File: src/hdl/motorPkg.sv
package motorPkg;

    // six-step commutation walks through six sectors per electrical turn
    localparam int SECTOR_COUNT = 6;

    // three bits are enough to index the six sectors
    localparam int SECTOR_W = 3;

    // duty command width, in clock cycles of on-time per frame
    localparam int DUTY_W = 8;

    // step length command width, in clock cycles per commutation step
    localparam int STEP_W = 16;

    // one PWM frame spans this many clock cycles
    localparam int PWM_PERIOD = 64;

    // the frame counter runs from zero up to PWM_PERIOD minus one
    localparam int FRAME_W = $clog2(PWM_PERIOD);

    // the on-time needs one more bit than the counter so that a full frame fits
    localparam int ON_W = FRAME_W + 1;

    // shorter pulses than this are dropped, the gate driver cannot switch that fast
    localparam int PWM_MIN_ON = 8;

    // all six gates stay off this many cycles after a commutation
    localparam int DEAD_CYCLES = 4;

    // width of the dead-time down-counter
    localparam int DEAD_W = 3;

endpackage

File: src/hdl/driveIf.sv
`timescale 1ns/1ps

// shared drive bundle between the control FSM, the PWM generator and the phase driver
interface driveIf import motorPkg::*; ();

    // sector index, stepped by the control FSM
    logic [SECTOR_W-1:0] sector;
    // single-cycle pulse on every sector change
    logic                commutate;
    // level, high while the motor runs
    logic                outputEnable;
    // chopping signal for the active high-side switch
    logic                pwm;

    modport ctrl (output sector, output commutate, output outputEnable);

    modport pwmGen (input commutate, input outputEnable, output pwm);

    // the phase driver only listens
    modport phase (input sector, input commutate, input outputEnable, input pwm);

endinterface

File: src/hdl/commutationTimer.sv
`timescale 1ns/1ps

// step period down-counter, one stepLast pulse per commutation step
module commutationTimer import motorPkg::*; (
    input  logic              clk,
    input  logic              nRst,
    input  logic              timerRun,
    input  logic [STEP_W-1:0] stepLen,
    output logic              stepLast
);

    // remaining cycles in the current step
    logic [STEP_W-1:0] count;

    // the step ends in the cycle the count sits at zero
    logic countZero;

    assign countZero = (count == '0);

    // stepLast is only meaningful while the timer is allowed to run
    assign stepLast = timerRun && countZero;

    always_ff @(posedge clk or negedge nRst) begin
        if (!nRst) begin
            count <= '0;
        end else if (!timerRun) begin
            // while stopped the counter tracks the command, so a new
            // step length is picked up the moment the motor starts
            count <= stepLen;
        end else if (countZero) begin
            // reload after the last cycle of the step
            // a step therefore lasts stepLen plus one cycles
            count <= stepLen;
        end else begin
            count <= count - 1'b1;
        end
    end

endmodule

File: src/hdl/pwmGenerator.sv
`timescale 1ns/1ps

// frame counter with a latched duty
// each frame starts with its off portion and ends with its on portion
module pwmGenerator import motorPkg::*; (
    input  logic              clk,
    input  logic              nRst,
    input  logic [DUTY_W-1:0] duty,
    driveIf.pwmGen            drive
);

    // position inside the current frame
    logic [FRAME_W-1:0] frameCnt;

    // duty captured at the start of the frame
    logic [DUTY_W-1:0] dutyReg;

    // effective on-time and the off-time that precedes it
    logic [ON_W-1:0] onLen;
    logic [ON_W-1:0] offLen;

    // the last cycle of a frame, the next edge starts a new one
    logic frameEnd;

    assign frameEnd = (frameCnt == FRAME_W'(PWM_PERIOD - 1));

    // clamp the duty to a full frame and drop pulses below the minimum on-time
    always_comb begin
        if (dutyReg < DUTY_W'(PWM_MIN_ON)) begin
            onLen = '0;
        end else if (dutyReg > DUTY_W'(PWM_PERIOD)) begin
            onLen = ON_W'(PWM_PERIOD);
        end else begin
            onLen = ON_W'(dutyReg);
        end
    end

    // with no on portion the off time is a whole frame and the compare never hits
    assign offLen = ON_W'(PWM_PERIOD) - onLen;

    always_ff @(posedge clk or negedge nRst) begin
        if (!nRst) begin
            frameCnt <= '0;
            dutyReg  <= '0;
        end else if (!drive.outputEnable || drive.commutate || frameEnd) begin
            // stopped output holds the frame at its start
            // commutation restarts the frame the same way the frame end does,
            // and every new frame takes the current duty command
            frameCnt <= '0;
            dutyReg  <= duty;
        end else begin
            frameCnt <= frameCnt + 1'b1;
        end
    end

    // the switch turns on once the off portion has elapsed
    // and it is never on while the outputs are disabled
    assign drive.pwm = drive.outputEnable && ({1'b0, frameCnt} >= offLen);

endmodule

File: src/hdl/phaseDriver.sv
`timescale 1ns/1ps

// six-step gate table with dead time, gates are registered
module phaseDriver import motorPkg::*; (
    input  logic   clk,
    input  logic   nRst,
    driveIf.phase  drive,
    output logic [2:0] highGate,
    output logic [2:0] lowGate
);

    // remaining all-off cycles after a commutation
    logic [DEAD_W-1:0] deadCnt;
    logic [DEAD_W-1:0] deadNext;

    // one-hot phase selection for the current sector
    logic [2:0] highSel;
    logic [2:0] lowSel;

    // the high phase is sector / 2, the low phase is one or two phases further on
    always_comb begin
        case (drive.sector)
            SECTOR_W'(0): begin highSel = 3'b001; lowSel = 3'b010; end
            SECTOR_W'(1): begin highSel = 3'b001; lowSel = 3'b100; end
            SECTOR_W'(2): begin highSel = 3'b010; lowSel = 3'b100; end
            SECTOR_W'(3): begin highSel = 3'b010; lowSel = 3'b001; end
            SECTOR_W'(4): begin highSel = 3'b100; lowSel = 3'b001; end
            SECTOR_W'(5): begin highSel = 3'b100; lowSel = 3'b010; end
            // sector codes six and seven never occur, keep everything off
            default: begin highSel = 3'b000; lowSel = 3'b000; end
        endcase
    end

    // the gates open on the edge where the counter reaches zero
    // so a load of DEAD_CYCLES gives exactly DEAD_CYCLES off cycles
    always_comb begin
        if (drive.commutate) begin
            deadNext = DEAD_W'(DEAD_CYCLES);
        end else if (deadCnt != '0) begin
            deadNext = deadCnt - 1'b1;
        end else begin
            deadNext = '0;
        end
    end

    always_ff @(posedge clk or negedge nRst) begin
        if (!nRst) begin
            deadCnt  <= '0;
            highGate <= '0;
            lowGate  <= '0;
        end else begin
            deadCnt <= deadNext;
            if (drive.outputEnable && !drive.commutate && deadNext == '0) begin
                // high side is chopped, low side conducts for the whole step
                highGate <= highSel & {3{drive.pwm}};
                lowGate  <= lowSel;
            end else begin
                highGate <= '0;
                lowGate  <= '0;
            end
        end
    end

endmodule

File: src/hdl/motorCtrl.sv
`timescale 1ns/1ps

// idle/run FSM, owns the direction latch and the sector index
module motorCtrl import motorPkg::*; (
    input  logic  clk,
    input  logic  nRst,
    input  logic  enable,
    input  logic  direction,
    input  logic  stepLast,
    output logic  timerRun,
    output logic  running,
    driveIf.ctrl  drive
);

    // direction captured at start, ignored afterwards until the next start
    logic dirLatch;

    // sector register and the neighbours it can move to
    logic [SECTOR_W-1:0] sectorReg;
    logic [SECTOR_W-1:0] sectorUp;
    logic [SECTOR_W-1:0] sectorDown;

    // pulse register for the interface
    logic commutateReg;

    // step forward and backward modulo six
    always_comb begin
        if (sectorReg == SECTOR_W'(SECTOR_COUNT - 1)) begin
            sectorUp = '0;
        end else begin
            sectorUp = sectorReg + 1'b1;
        end
        if (sectorReg == '0) begin
            sectorDown = SECTOR_W'(SECTOR_COUNT - 1);
        end else begin
            sectorDown = sectorReg - 1'b1;
        end
    end

    // the run state itself is the running flop, idle when low
    always_ff @(posedge clk or negedge nRst) begin
        if (!nRst) begin
            running  <= 1'b0;
            dirLatch <= 1'b0;
        end else if (!running) begin
            if (enable) begin
                running  <= 1'b1;
                dirLatch <= direction;
            end
        end else if (!enable) begin
            running <= 1'b0;
        end
    end

    // stepLast only pulses while the timer runs, that is while running is high
    // the sector is kept over a stop so that a restart continues from it
    always_ff @(posedge clk or negedge nRst) begin
        if (!nRst) begin
            sectorReg    <= '0;
            commutateReg <= 1'b0;
        end else begin
            commutateReg <= stepLast;
            if (stepLast) begin
                sectorReg <= dirLatch ? sectorDown : sectorUp;
            end
        end
    end

    // timer and output stage both follow the run state
    assign timerRun           = running;
    assign drive.outputEnable = running;
    assign drive.commutate    = commutateReg;
    assign drive.sector       = sectorReg;

endmodule

File: src/hdl/motorPwmTop.sv
`timescale 1ns/1ps

// power-stage timing top, control, timer, PWM and phase driver
module motorPwmTop import motorPkg::*; (
    input  logic                clk,
    input  logic                nRst,
    input  logic                enable,
    input  logic                direction,
    input  logic [DUTY_W-1:0]   duty,
    input  logic [STEP_W-1:0]   stepLen,
    output logic [2:0]          highGate,
    output logic [2:0]          lowGate,
    output logic                running,
    output logic [SECTOR_W-1:0] sector
);

    // step timing between the control FSM and the timer
    logic timerRun;
    logic stepLast;

    // sector, commutate, output enable and pwm
    driveIf drive ();

    commutationTimer uTimer (
        .clk      (clk),
        .nRst     (nRst),
        .timerRun (timerRun),
        .stepLen  (stepLen),
        .stepLast (stepLast)
    );

    motorCtrl uCtrl (
        .clk       (clk),
        .nRst      (nRst),
        .enable    (enable),
        .direction (direction),
        .stepLast  (stepLast),
        .timerRun  (timerRun),
        .running   (running),
        .drive     (drive.ctrl)
    );

    pwmGenerator uPwm (
        .clk   (clk),
        .nRst  (nRst),
        .duty  (duty),
        .drive (drive.pwmGen)
    );

    phaseDriver uPhase (
        .clk      (clk),
        .nRst     (nRst),
        .drive    (drive.phase),
        .highGate (highGate),
        .lowGate  (lowGate)
    );

    // sector is visible at the top for monitoring
    assign sector = drive.sector;

endmodule

File: config.mk
export PLATFORM = sky130hd
export DESIGN_NAME = motorPwmTop
export DESIGN_NICKNAME = d
export VERILOG_FILES = /design/src/hdl/motorPkg.sv /design/src/hdl/driveIf.sv /design/src/hdl/commutationTimer.sv /design/src/hdl/pwmGenerator.sv /design/src/hdl/phaseDriver.sv /design/src/hdl/motorCtrl.sv /design/src/hdl/motorPwmTop.sv
export SDC_FILE = /design/constraint.sdc
export NUM_CORES = 1
export LEC_CHECK = 0
export BUFFER_PORTS_ARGS = -buffer_cell sky130_fd_sc_hd__buf_2
export CAP_MARGIN = 20
export CORE_ASPECT_RATIO = 2
export CORE_MARGIN = 2
export CORE_UTILIZATION = 40
export DETAILED_ROUTE_END_ITERATION = 16
export GPL_TIMING_DRIVEN = 0
export PLACE_DENSITY = 0.69
export REMOVE_ABC_BUFFERS = 1
export SYNTH_ARGS = -nofsm -noshare
export SYNTH_HDL_FRONTEND = slang
export SYNTH_HIERARCHICAL = 1
export SYNTH_SLANG_ARGS = --single-unit
export TNS_END_PERCENT = 5
File: constraint.sdc
create_clock -name clk -period 3.19 [get_ports clk]
set_clock_uncertainty 0.15 [all_clocks]
set_input_delay 0.638 -clock clk [delete_from_list [all_inputs] [get_ports clk]]
set_output_delay 0.638 -clock clk [all_outputs]
set_load 0.03 [all_outputs]
==> results.sh, run 1 <==
export IMPL_fin_nets=316
export IMPL_die_w_um=59.5
export IMPL_path_cells="nor3_1 -> nor3_1 -> nand2_1 -> ha_1 -> xnor2_1 -> ha_1 -> nand2_1 -> o21ai_0 -> nand4_1 -> a21oi_1 -> nor4b_4"
export IMPL_power_mw=1.49
export IMPL_wl_met3_um=152
export IMPL_hold_viol_final=0
export IMPL_grt_max_degree=46
export IMPL_ys_seq_area_frac=0.457
export IMPL_rsz0062_at_grt="false"
export IMPL_critPathArrivalTime_ns=2.95
export IMPL_ir_worst_vdd_uv=272
export IMPL_cpMaxStageDelayCell="dfrtp_1"
export IMPL_cts_root_buf="clkbuf_16"
export IMPL_grt_pass1_vias=1851
export IMPL_n_antenna_cell=0
export IMPL_path_max_fanout=7
export IMPL_syn_avg_cell_area_um2=10.4
export IMPL_crit_cells=11
export IMPL_finalCritPeriodShare=0.910
export IMPL_cts_buffers=5
export IMPL_start_util=0.414
export IMPL_rr_endpoint="uPhase/highGate[0]"
export IMPL_portBuffers=37
export IMPL_highest_layer="met4"
export IMPL_rows=40
export IMPL_clkSinkCount=45
export IMPL_p_int_mw=1.05
export IMPL_drt_iter0_drc=51
export IMPL_p_switching_mw=0.444
export IMPL_syn_area_um2=2460
export IMPL_drt_wl_total_um=4750
export IMPL_power_frac_clock=0.337
export IMPL_worstSetupEndpoint="uPhase/highGate[0]"
export IMPL_grt_overflow=0
export IMPL_layout_drive_gt1_share=0.241
export IMPL_period_minus_slack_ns=2.90
export IMPL_cp_top_family="simple AND/OR/NAND/NOR gates"
export IMPL_slew_headroom=0.387
export IMPL_syn_inst=238
export IMPL_cts_tree="yes"
export IMPL_dp_hpwl_um=3600
export IMPL_swShare=0.298
export IMPL_timing_rr_start="uPwm/dutyReg[4]"
export IMPL_ant_nets=0
export IMPL_outcome="finished clean"
export IMPL_fmax_mhz=345
export IMPL_route_vias_total=1851
export IMPL_async_flop_share=1.00
export IMPL_cp_start_kind="flop"
export IMPL_maxCapViolCount=0
export IMPL_setup_viol=0
export IMPL_ys_ff_latch=45
export IMPL_boundaryPins=38
export IMPL_synth_edf_count=0
export IMPL_die_h_um=115
export IMPL_worst_pin_slew_ns=0.917
export IMPL_ys_top_cells_by_area="dfrtp_1, ha_1, nand2_1"
export IMPL_wire_per_inst_um=13.9
export IMPL_reg2regPathDepth=11
export IMPL_dr_wl_met2_um=2630
export IMPL_p_per_area_nw_per_um2=523
export IMPL_setup_tns_final_ns=0
export IMPL_worstSetupPathType="flop to flop"
export IMPL_finalMaxSlewViolations=0
export IMPL_viasPerCell=5.43
export IMPL_clkLatencyLatePin_ns=0.28
export IMPL_synth_top_cell_area_share=0.457
export IMPL_wl_met1_um=1760
export IMPL_drcViolationCount=0
export IMPL_r2r_slack_ns=0.29
export IMPL_synthTopCellsByCount="dfrtp_1, nand2_1, o21ai_0"
export IMPL_cts_hold_buf=0
export IMPL_yosysMostFrequentCell="dfrtp_1"
export IMPL_path_buf_inv=0
export IMPL_fp_dieArea_um2=6840
export IMPL_max_stage_delay_ns=0.44
export IMPL_post_cts_setup_buffer_count=0
export IMPL_combPwrFrac=0.192
export IMPL_dr_pass1_iters=4
export IMPL_antenna_found_initial=0
export IMPL_seqPwrFrac=0.471
export IMPL_htreeDepth=2
export IMPL_area_growth_syn_to_layout_pct=15.6
export IMPL_cp_data_required_time_ns=3.23
export IMPL_ys_types=48
export IMPL_p_leak_nw=1.29
export IMPL_yosysTopAreaCell="dfrtp_1"
export IMPL_ys_flop_type="dfrtp_1"
export IMPL_hp_class="input port to async pin"
export IMPL_cts_repair_resized=0
export IMPL_core_area_um2=5960
export IMPL_grt_pass1_wl_um=7840
export IMPL_worstSetupStartpoint="uPwm/dutyReg[4]"
export IMPL_end_kind="flop"
export IMPL_clk_pin_slew_worst_paths_ns=0.06
export IMPL_yosys_warnings=6
export IMPL_clockBufferDepth=2
export IMPL_gp_congestion=0.814
export IMPL_track_usage=0.151
==> power by group through the flow <==
stage,Combinational (mW),Clock (mW),Sequential (mW)
6_report,0.286,0.502,0.703
3_5_place_dp,0.287,0,0.714
4_1_cts,0.289,0.518,0.703
5_1_grt,0.323,0.544,0.712
2_1_floorplan,0.175,0,0.727
3_3_place_gp,0.276,0,0.710
==> worst register-to-register path: stages (launching register included) <==
cell and delay, ns:
dfrtp_1 0.44, nor3_1 0.10, nor3_1 0.36, nand2_1 0.15, ha_1 0.27, xnor2_1 0.15, ha_1 0.29, nand2_1 0.06
o21ai_0 0.16, nand4_1 0.12, a21oi_1 0.31, nor4b_4 0.25
==> through the flow <==
step / instances / setup WS, ns / util / hold WS (ns) / area (µm²)
after floorplan: 231 / 0.641 / - / 0.192 / 2410
after global placement: 331 / 0.184 / 0.448 / 0.309 / 2670
after detailed placement: 332 / 0.303 / 0.450 / 0.330 / 2680
after CTS: 340 / 0.265 / 0.475 / 0.318 / 2830
after global routing: 341 / 0.0190 / 0.478 / 0.134 / 2850
final: 341 / 0.288 / 0.478 / 0.118 / 2850
==> cell families after synthesis <==
| kind of cell | count (synthesis) | share of synthesized area |
|---|---|---|
| flip-flops | 45 | 0.457 |
| AO/OA/AOI/OAI | 46 | 0.123 |
| multiplexers | 9 | 0.0503 |
| AND/OR/NAND/NOR | 93 | 0.213 |
| adder cells (fa/ha/maj) | 11 | 0.0559 |
| XOR/XNOR | 18 | 0.0640 |
| buffers and inverters | 16 | 0.0371 |
==> layer usage <==
| layer | vias up | global-route usage |
|---|---|---|
| li1 | 921 | - |
| met3 | 15 | 0.0236 |
| met5 | - | 0 |
| met4 | 0 | 0.0889 |
| met2 | 41 | 0.291 |
| met1 | 874 | 0.140 |
==> placed cells by master, fill, tap and decap left out, types with 3 or more instances in the layout <==
cell type   netlist  layout
a21o_1            3       3
a21oi_1          13      13
buf_2             3      37
clkbuf_16         0       5
clkinvlp_4        0       3
dfrtp_1          45      45
ha_1             11      11
inv_1             9       9
mux2_4            6       6
nand2_1          27      27
nand2b_1          3       3
nand3_1           5       5
nor2_1           18      18
nor2b_1           3       3
nor3_1            9       9
nor4_1            5       5
o21ai_0          19      19
xnor2_1           9       9
xor2_1            9       9
==> final cells by class <==
cell class | instances | area (µm²)
flip-flops and latches | 45 | 1130
clock inverters | 3 | 22.5
fillers | 574 | 3110
inverters | 9 | 33.8
repair buffers | 39 | 216
well taps | 63 | 78.8
multi-input cells | 177 | 1250
clock buffers | 5 | 125
==> worst min path at each step <==
stage	end	slack, ns	depth (start not counted)
after floorplan	uCtrl/dirLatch	0.19	0
after global placement	uPhase/deadCnt[0]	0.31	1
after detailed placement	uPhase/deadCnt[0]	0.33	1
after CTS	uCtrl/drive.outputEnable	0.32	1
after global routing	uPwm/frameCnt[2]	0.13	1
final	uTimer/count[6]	0.12	1
==> flip-flops by register name, indices dropped and copies added, names as in the netlist <==
signal,cells
uCtrl/dirLatch,1
uPhase/deadCnt,3
uTimer/count,16
uPwm/dutyReg,8
uCtrl/drive.sector,3
uCtrl/drive.commutate,1
uPwm/frameCnt,6
uPhase/highGate,3
uCtrl/drive.outputEnable,1
uPhase/lowGate,3
Note: power is estimated with default switching activity, not from simulation.
==> inputs of run 2 (changes only) <==
CORE_UTILIZATION = 50   (was 40)
PLACE_DENSITY = 0.81   (was 0.69)
REMOVE_ABC_BUFFERS = not set   (was 1)
==> run 2 against run 1 <==
  * Setup slack better by 0.17 ns
  * Sequential cell count stayed put
  * Hold slack worse by 0.013 ns
  * Sequential share of layout area is 0.37 points higher
  * Cell area is 0.92% lower
  * Via count is 4.9% higher
  * Critical endpoint unchanged
  * Largest cell class unchanged
  * Largest power group unchanged
==> results.sh, run 2 (synthesis results as in run 1) <==
export IMPL_core_area_um2=4820
export IMPL_grt_max_degree=46
export IMPL_route_vias_total=1941
export IMPL_htreeDepth=2
export IMPL_dp_hpwl_um=3660
export IMPL_clkSinkCount=45
export IMPL_track_usage=0.200
export IMPL_cts_tree="yes"
export IMPL_drt_iter0_drc=21
export IMPL_post_cts_setup_buffer_count=0
export IMPL_ant_nets=0
export IMPL_fmax_mhz=366
export IMPL_fp_dieArea_um2=5540
export IMPL_cts_root_buf="clkbuf_8"
export IMPL_ir_worst_vdd_uv=410
export IMPL_antenna_found_initial=0
export IMPL_clockBufferDepth=2
export IMPL_cp_start_kind="flop"
export IMPL_rsz0062_at_grt="false"
export IMPL_die_h_um=103
export IMPL_drt_wl_total_um=4960
export IMPL_grt_util_met1=0.214
export IMPL_p_int_mw=0.913
export IMPL_start_util=0.511
export IMPL_worstSetupPathType="flop to flop"
export IMPL_finalNonFillerCells=341
export IMPL_path_buf_inv=0
export IMPL_finalMaxSlewViolations=0
export IMPL_grt_pass1_wl_um=8030
export IMPL_dpl_instance_area_um2=2720
export IMPL_drcViolationCount=0
export IMPL_maxCapViolCount=0
export IMPL_synth_fp_nets=277
export IMPL_seqPwrFrac=0.525
export IMPL_grt_pass1_vias=1830
export IMPL_wire_per_inst_um=14.5
export IMPL_clk_pin_slew_worst_paths_ns=0.08
export IMPL_hp_class="input port to async pin"
export IMPL_top_register="uTimer/count"
export IMPL_grt_util_met2=0.360
export IMPL_n_antenna_cell=0
export IMPL_worst_pin_slew_ns=0.796
export IMPL_setup_slack_ns=0.458
export IMPL_critPathArrivalTime_ns=2.79
export IMPL_p_leak_nw=1.30
export IMPL_die_w_um=53.6
export IMPL_layout_drive_gt1_share=0.254
export IMPL_combPwrFrac=0.218
export IMPL_cts_buffers=5
export IMPL_area_growth_syn_to_layout_pct=14.6
export IMPL_boundaryPins=38
export IMPL_outcome="finished clean"
export IMPL_clkLatencyLatePin_ns=0.30
export IMPL_cp_data_required_time_ns=3.25
export IMPL_power_mw=1.34
export IMPL_reg_largest_list="uTimer/count (16), uPwm/dutyReg (8), uPwm/frameCnt (6)"
export IMPL_finalCritPeriodShare=0.857
export IMPL_viasPerCell=5.69
export IMPL_portBuffers=37
export IMPL_slew_headroom=0.468
export IMPL_dr_pass1_iters=4
export IMPL_setup_viol=0
export IMPL_cpMaxStageDelayCell="dfrtp_1"
export IMPL_path_max_fanout=7
export IMPL_p_per_area_nw_per_um2=475
export IMPL_fin_nets=322
export IMPL_hold_viol_final=0
export IMPL_cp_top_family="simple AND/OR/NAND/NOR gates"
export IMPL_crit_cells=11
export IMPL_place_ws_ns=0.485
export IMPL_swShare=0.319
export IMPL_largest_register_ffs=16
export IMPL_cts_hold_buf=0
export IMPL_end_kind="flop"
export IMPL_grt_util_met3=0.0345
export IMPL_cts_repair_resized=0
export IMPL_power_frac_clock=0.257
export IMPL_final_common_cell="dfrtp_1"
export IMPL_setup_tns_final_ns=0
export IMPL_grt_overflow=0
export IMPL_period_minus_slack_ns=2.73
export IMPL_rows=36
export IMPL_final_cell_area_um2=2820
export IMPL_final_cell_mix="dfrtp_1, buf_2, nand2_1, o21ai_0, nor2_1"
export IMPL_dp_cells=332
export IMPL_gp_congestion=0.781
export IMPL_p_switching_mw=0.428
export IMPL_max_stage_delay_ns=0.46
export IMPL_grt_busiest_layer="met2"
export IMPL_path_cells="nor3_1 -> nor3_1 -> nand2_1 -> ha_1 -> xnor2_1 -> ha_1 -> nand2_1 -> o21ai_0 -> nand4_1 -> a21oi_1 -> nor4b_4"
export IMPL_reg2regPathDepth=11
run 2: worst paths after layout:
| check | startpoint | endpoint | slack [ns] |
|---|---|---|---|
| worst min register to register | uPwm/frameCnt[0] | uPwm/frameCnt[0] | 0.33 |
| min in group clk | enable | uCtrl/drive.outputEnable | 0.30 |
| worst max-delay path | uPwm/dutyReg[3] | uPhase/highGate[0] | 0.46 |
| worst min-delay path | nRst | uTimer/count[0] | 0.11 |
| max in group asynchronous | nRst | uTimer/count[9] | 2.30 |
| worst max register to register | uPwm/dutyReg[3] | uPhase/highGate[0] | 0.46 |
run 2: power by group through the flow:
| stage | logic, mW | registers, mW | clock network (mW) |
|---|---|---|---|
| 2_1_floorplan | 0.184 | 0.725 | 0 |
| 4_1_cts | 0.292 | 0.702 | 0.355 |
| 6_report | 0.292 | 0.704 | 0.345 |
| 3_3_place_gp | 0.280 | 0.709 | 0 |
| 5_1_grt | 0.323 | 0.714 | 0.380 |
| 3_5_place_dp | 0.290 | 0.714 | 0 |
run 2: routing by layer:
metal / vias up / wire length (µm)
li1: 932 / -
met1: 954 / 1820
met2: 43 / 2820
met3: 12 / 157
met4: 0 / 160
met5: - / 0
run 2: per-stage QoR:
| stage | hold slack, ns | util |
|---|---|---|
| after CTS | 0.289 | 0.582 |
| final | 0.105 | 0.586 |
| after global routing | 0.123 | 0.586 |
| after floorplan | 0.192 | - |
| after global placement | 0.317 | 0.564 |
| after detailed placement | 0.329 | 0.564 |
run 2: layout make-up:
cell class | instances | area (µm²)
tap | 57 | 71.3
buffer | 7 | 57.6
sequential | 45 | 1130
inverter | 9 | 33.8
multi-input combinational | 177 | 1250
fill | 427 | 2000
timing repair buffer | 38 | 205
clock buffer | 6 | 72.6
clock inverter | 2 | 10.0
==> inputs of run 3 (changes only) <==
SYNTH_HIERARCHICAL = not set   (was 1)
==> run 3 against run 2 <==
  * Cell area up 1.5%
  * Utilization up 0.88 points
  * Clock power up 29%
  * Count of clock-buffer cells in the layout unchanged
  * Non-clock buffer count down 2
  * First-iteration DRC count up 110%
==> results.sh, run 3 <==
export IMPL_reg_largest_list="uTimer.count (16), uPwm.dutyReg (8), uPwm.frameCnt (6)"
export IMPL_timing_rr_start="uPwm.dutyReg[4]"
export IMPL_dr_pass1_iters=4
export IMPL_crit_top_cell="nor3_1"
export IMPL_clk_pin_slew_worst_paths_ns=0.08
export IMPL_synthTopCellsByCount="dfrtp_1, nor2_1, mux2_2"
export IMPL_setup_tns_final_ns=0
export IMPL_top_register="uTimer.count"
export IMPL_ys_ff_latch=45
export IMPL_multi_input_area_um2=1270
export IMPL_swShare=0.268
export IMPL_ys_top_cells_by_area="dfrtp_1, mux2_2, ha_1"
export IMPL_maxCapViolCount=0
export IMPL_layout_drive_gt1_share=0.271
export IMPL_path_buf_inv=0
export IMPL_fmax_mhz=375
export IMPL_r2r_slack_ns=0.52
export IMPL_boundaryPins=38
export IMPL_async_flop_share=1.00
export IMPL_rr_endpoint="uPhase.highGate[0]"
export IMPL_synth_edf_count=0
export IMPL_cp_top_family="compound AO/OA/AOI/OAI gates"
export IMPL_setup_viol=0
export IMPL_p_leak_nw=1.31
export IMPL_clkLatencyLatePin_ns=0.30
export IMPL_drt_iter0_drc=44
export IMPL_die_h_um=103
export IMPL_wire_per_inst_um=14.3
export IMPL_slew_headroom=0.565
export IMPL_grt_pass1_wl_um=8010
export IMPL_antenna_found_initial=0
export IMPL_ys_flop_type="dfrtp_1"
export IMPL_worstSetupPathType="flop to flop"
export IMPL_drcViolationCount=0
export IMPL_final_common_cell="dfrtp_1"
export IMPL_fin_util=0.594
export IMPL_route_vias_total=1858
export IMPL_critPathArrivalTime_ns=2.71
export IMPL_clockBufferDepth=2
export IMPL_n_antenna_cell=0
export IMPL_cts_buffers=5
export IMPL_yosysTopAreaCell="dfrtp_1"
export IMPL_cpMaxStageDelayCell="dfrtp_1"
export IMPL_p_int_mw=0.986
export IMPL_rsz0062_at_grt="false"
export IMPL_seqPwrFrac=0.503
export IMPL_cts_repair_resized=0
export IMPL_drt_wl_total_um=4820
export IMPL_synth_fp_nets=277
export IMPL_syn_avg_cell_area_um2=10.5
export IMPL_portBuffers=37
export IMPL_die_w_um=53.7
export IMPL_yosysMostFrequentCell="dfrtp_1"
export IMPL_finalMaxSlewViolations=0
export IMPL_yosys_warnings=0
export IMPL_hold_viol_final=0
export IMPL_rows=36
export IMPL_grt_max_degree=46
export IMPL_syn_inst=234
export IMPL_post_cts_setup_buffer_count=0
export IMPL_cts_tree="yes"
export IMPL_p_switching_mw=0.362
export IMPL_period_minus_slack_ns=2.67
export IMPL_worst_pin_slew_ns=0.643
export IMPL_ir_worst_vdd_uv=327
export IMPL_cts_hold_buf=0
export IMPL_finalCritPeriodShare=0.837
export IMPL_core_area_um2=4820
export IMPL_regArea_um2=1130
export IMPL_grt_overflow=0
export IMPL_area_growth_syn_to_layout_pct=16.1
export IMPL_grt_pass1_vias=1822
export IMPL_dp_hpwl_um=3750
export IMPL_cp_start_kind="flop"
export IMPL_ys_types=43
export IMPL_final_cell_mix="dfrtp_1, buf_2, nor2_1, mux2_2, ha_1"
export IMPL_reg2regPathDepth=12
export IMPL_path_max_fanout=7
export IMPL_cts_root_buf="clkbuf_8"
export IMPL_p_per_area_nw_per_um2=470
export IMPL_path_cells="nor3_1 -> nor3_1 -> nand2_1 -> ha_1 -> nand4bb_1 -> o21ai_0 -> a21oi_1 -> ha_1 -> a21o_1 -> a21oi_1 -> o21a_1 -> nor3_1"
export IMPL_synth_top_cell_area_share=0.456
export IMPL_fp_dieArea_um2=5550
export IMPL_max_stage_delay_ns=0.46
export IMPL_gp_congestion=0.812
export IMPL_outcome="finished clean"
export IMPL_hp_class="input port to async pin"
export IMPL_combPwrFrac=0.165
export IMPL_clkSinkCount=45
export IMPL_end_kind="flop"
export IMPL_track_usage=0.198
export IMPL_nFillCells=419
export IMPL_syn_area_um2=2470
export IMPL_start_util=0.512
export IMPL_cp_data_required_time_ns=3.23
export IMPL_ant_nets=0
export IMPL_power_frac_clock=0.331
export IMPL_fin_nets=322
export IMPL_ys_seq_area_frac=0.456
export IMPL_largest_register_ffs=16
export IMPL_viasPerCell=5.51
export IMPL_htreeDepth=2
run 3: cell count changes in the layout (fill, tap and decap cells not counted), moves of 4 or more:
cell,delta
xnor2_1,+5
ha_1,+4
o21ai_0,-11
nor2_1,+7
mux2_2,+20
nand2_1,-18
mux2_4,-6
run 3: worst register-to-register path, delay by kind of cell (launching register included):
| kind | cells | cell delay [ns] |
|---|---|---|
| fa+ha+maj | 2 | 0.53 |
| flops | 1 | 0.46 |
| compound gates | 5 | 0.76 |
| simple gates | 5 | 0.67 |
run 3: worst max-delay path by stage:
stage | from | endpoint | slack (ns) | cells after the start
2_1_floorplan | uPwm.dutyReg[4] | uPhase.highGate[0] | 0.85 | 12
3_3_place_gp | uPwm.dutyReg[4] | uPhase.highGate[2] | 0.59 | 12
3_5_place_dp | uPwm.dutyReg[4] | uPhase.highGate[0] | 0.52 | 12
4_1_cts | uPwm.dutyReg[4] | uPhase.highGate[0] | 0.50 | 12
5_1_grt | uPwm.dutyReg[4] | uPhase.highGate[0] | 0.25 | 12
6_report | uPwm.dutyReg[4] | uPhase.highGate[0] | 0.52 | 12
run 3: kinds of logic after synthesis:
group / count (synthesis) / share of synthesized area
adders and majority gates: 15 / 0.0760
xor gates and xnor gates: 20 / 0.0710
DFF: 45 / 0.456
and+or+nand+nor: 85 / 0.192
muxes: 23 / 0.104
buffers and inverters: 17 / 0.0274
AOI/OAI and AO/OA: 29 / 0.0735
run 3: power groups by stage:
| stage | clock network, mW | registers, mW | logic, mW |
|---|---|---|---|
| finish | 0.446 | 0.678 | 0.223 |
| CTS | 0.460 | 0.677 | 0.225 |
| global route | 0.486 | 0.685 | 0.252 |
| detailed placement | 0 | 0.688 | 0.222 |
| global placement | 0 | 0.685 | 0.215 |
| floorplan | 0 | 0.681 | 0.152 |
run 3: layout make-up:
class | instances | share of cell area
multi-input combinational | 172 | 0.445
clock buffer | 6 | 0.0288
clock inverter | 2 | 0.0131
timing repair buffer | 38 | 0.0716
buffer | 5 | 0.00786
inverter | 12 | 0.0157
sequential | 45 | 0.393
tap | 57 | 0.0249
run 3: layer usage:
layer	up-vias	GRT usage	share of wire
met5	-	0	0
met4	0	0.0809	0.026
met3	11	0.0259	0.034
met2	46	0.392	0.60
met1	886	0.189	0.34
li1	915	-	-
run 3: stage by stage:
step	worst slack, ns	cell area, µm²	hold slack [ns]	cells	power, mW
final	0.520	2870	0.0327	337	1.35
after global routing	0.247	2870	0.0307	337	1.42
after CTS	0.505	2850	0.327	336	1.36
after detailed placement	0.519	2730	0.341	328	0.910
after global placement	0.594	2730	0.334	328	0.900
after floorplan	0.845	2470	0.192	234	0.832
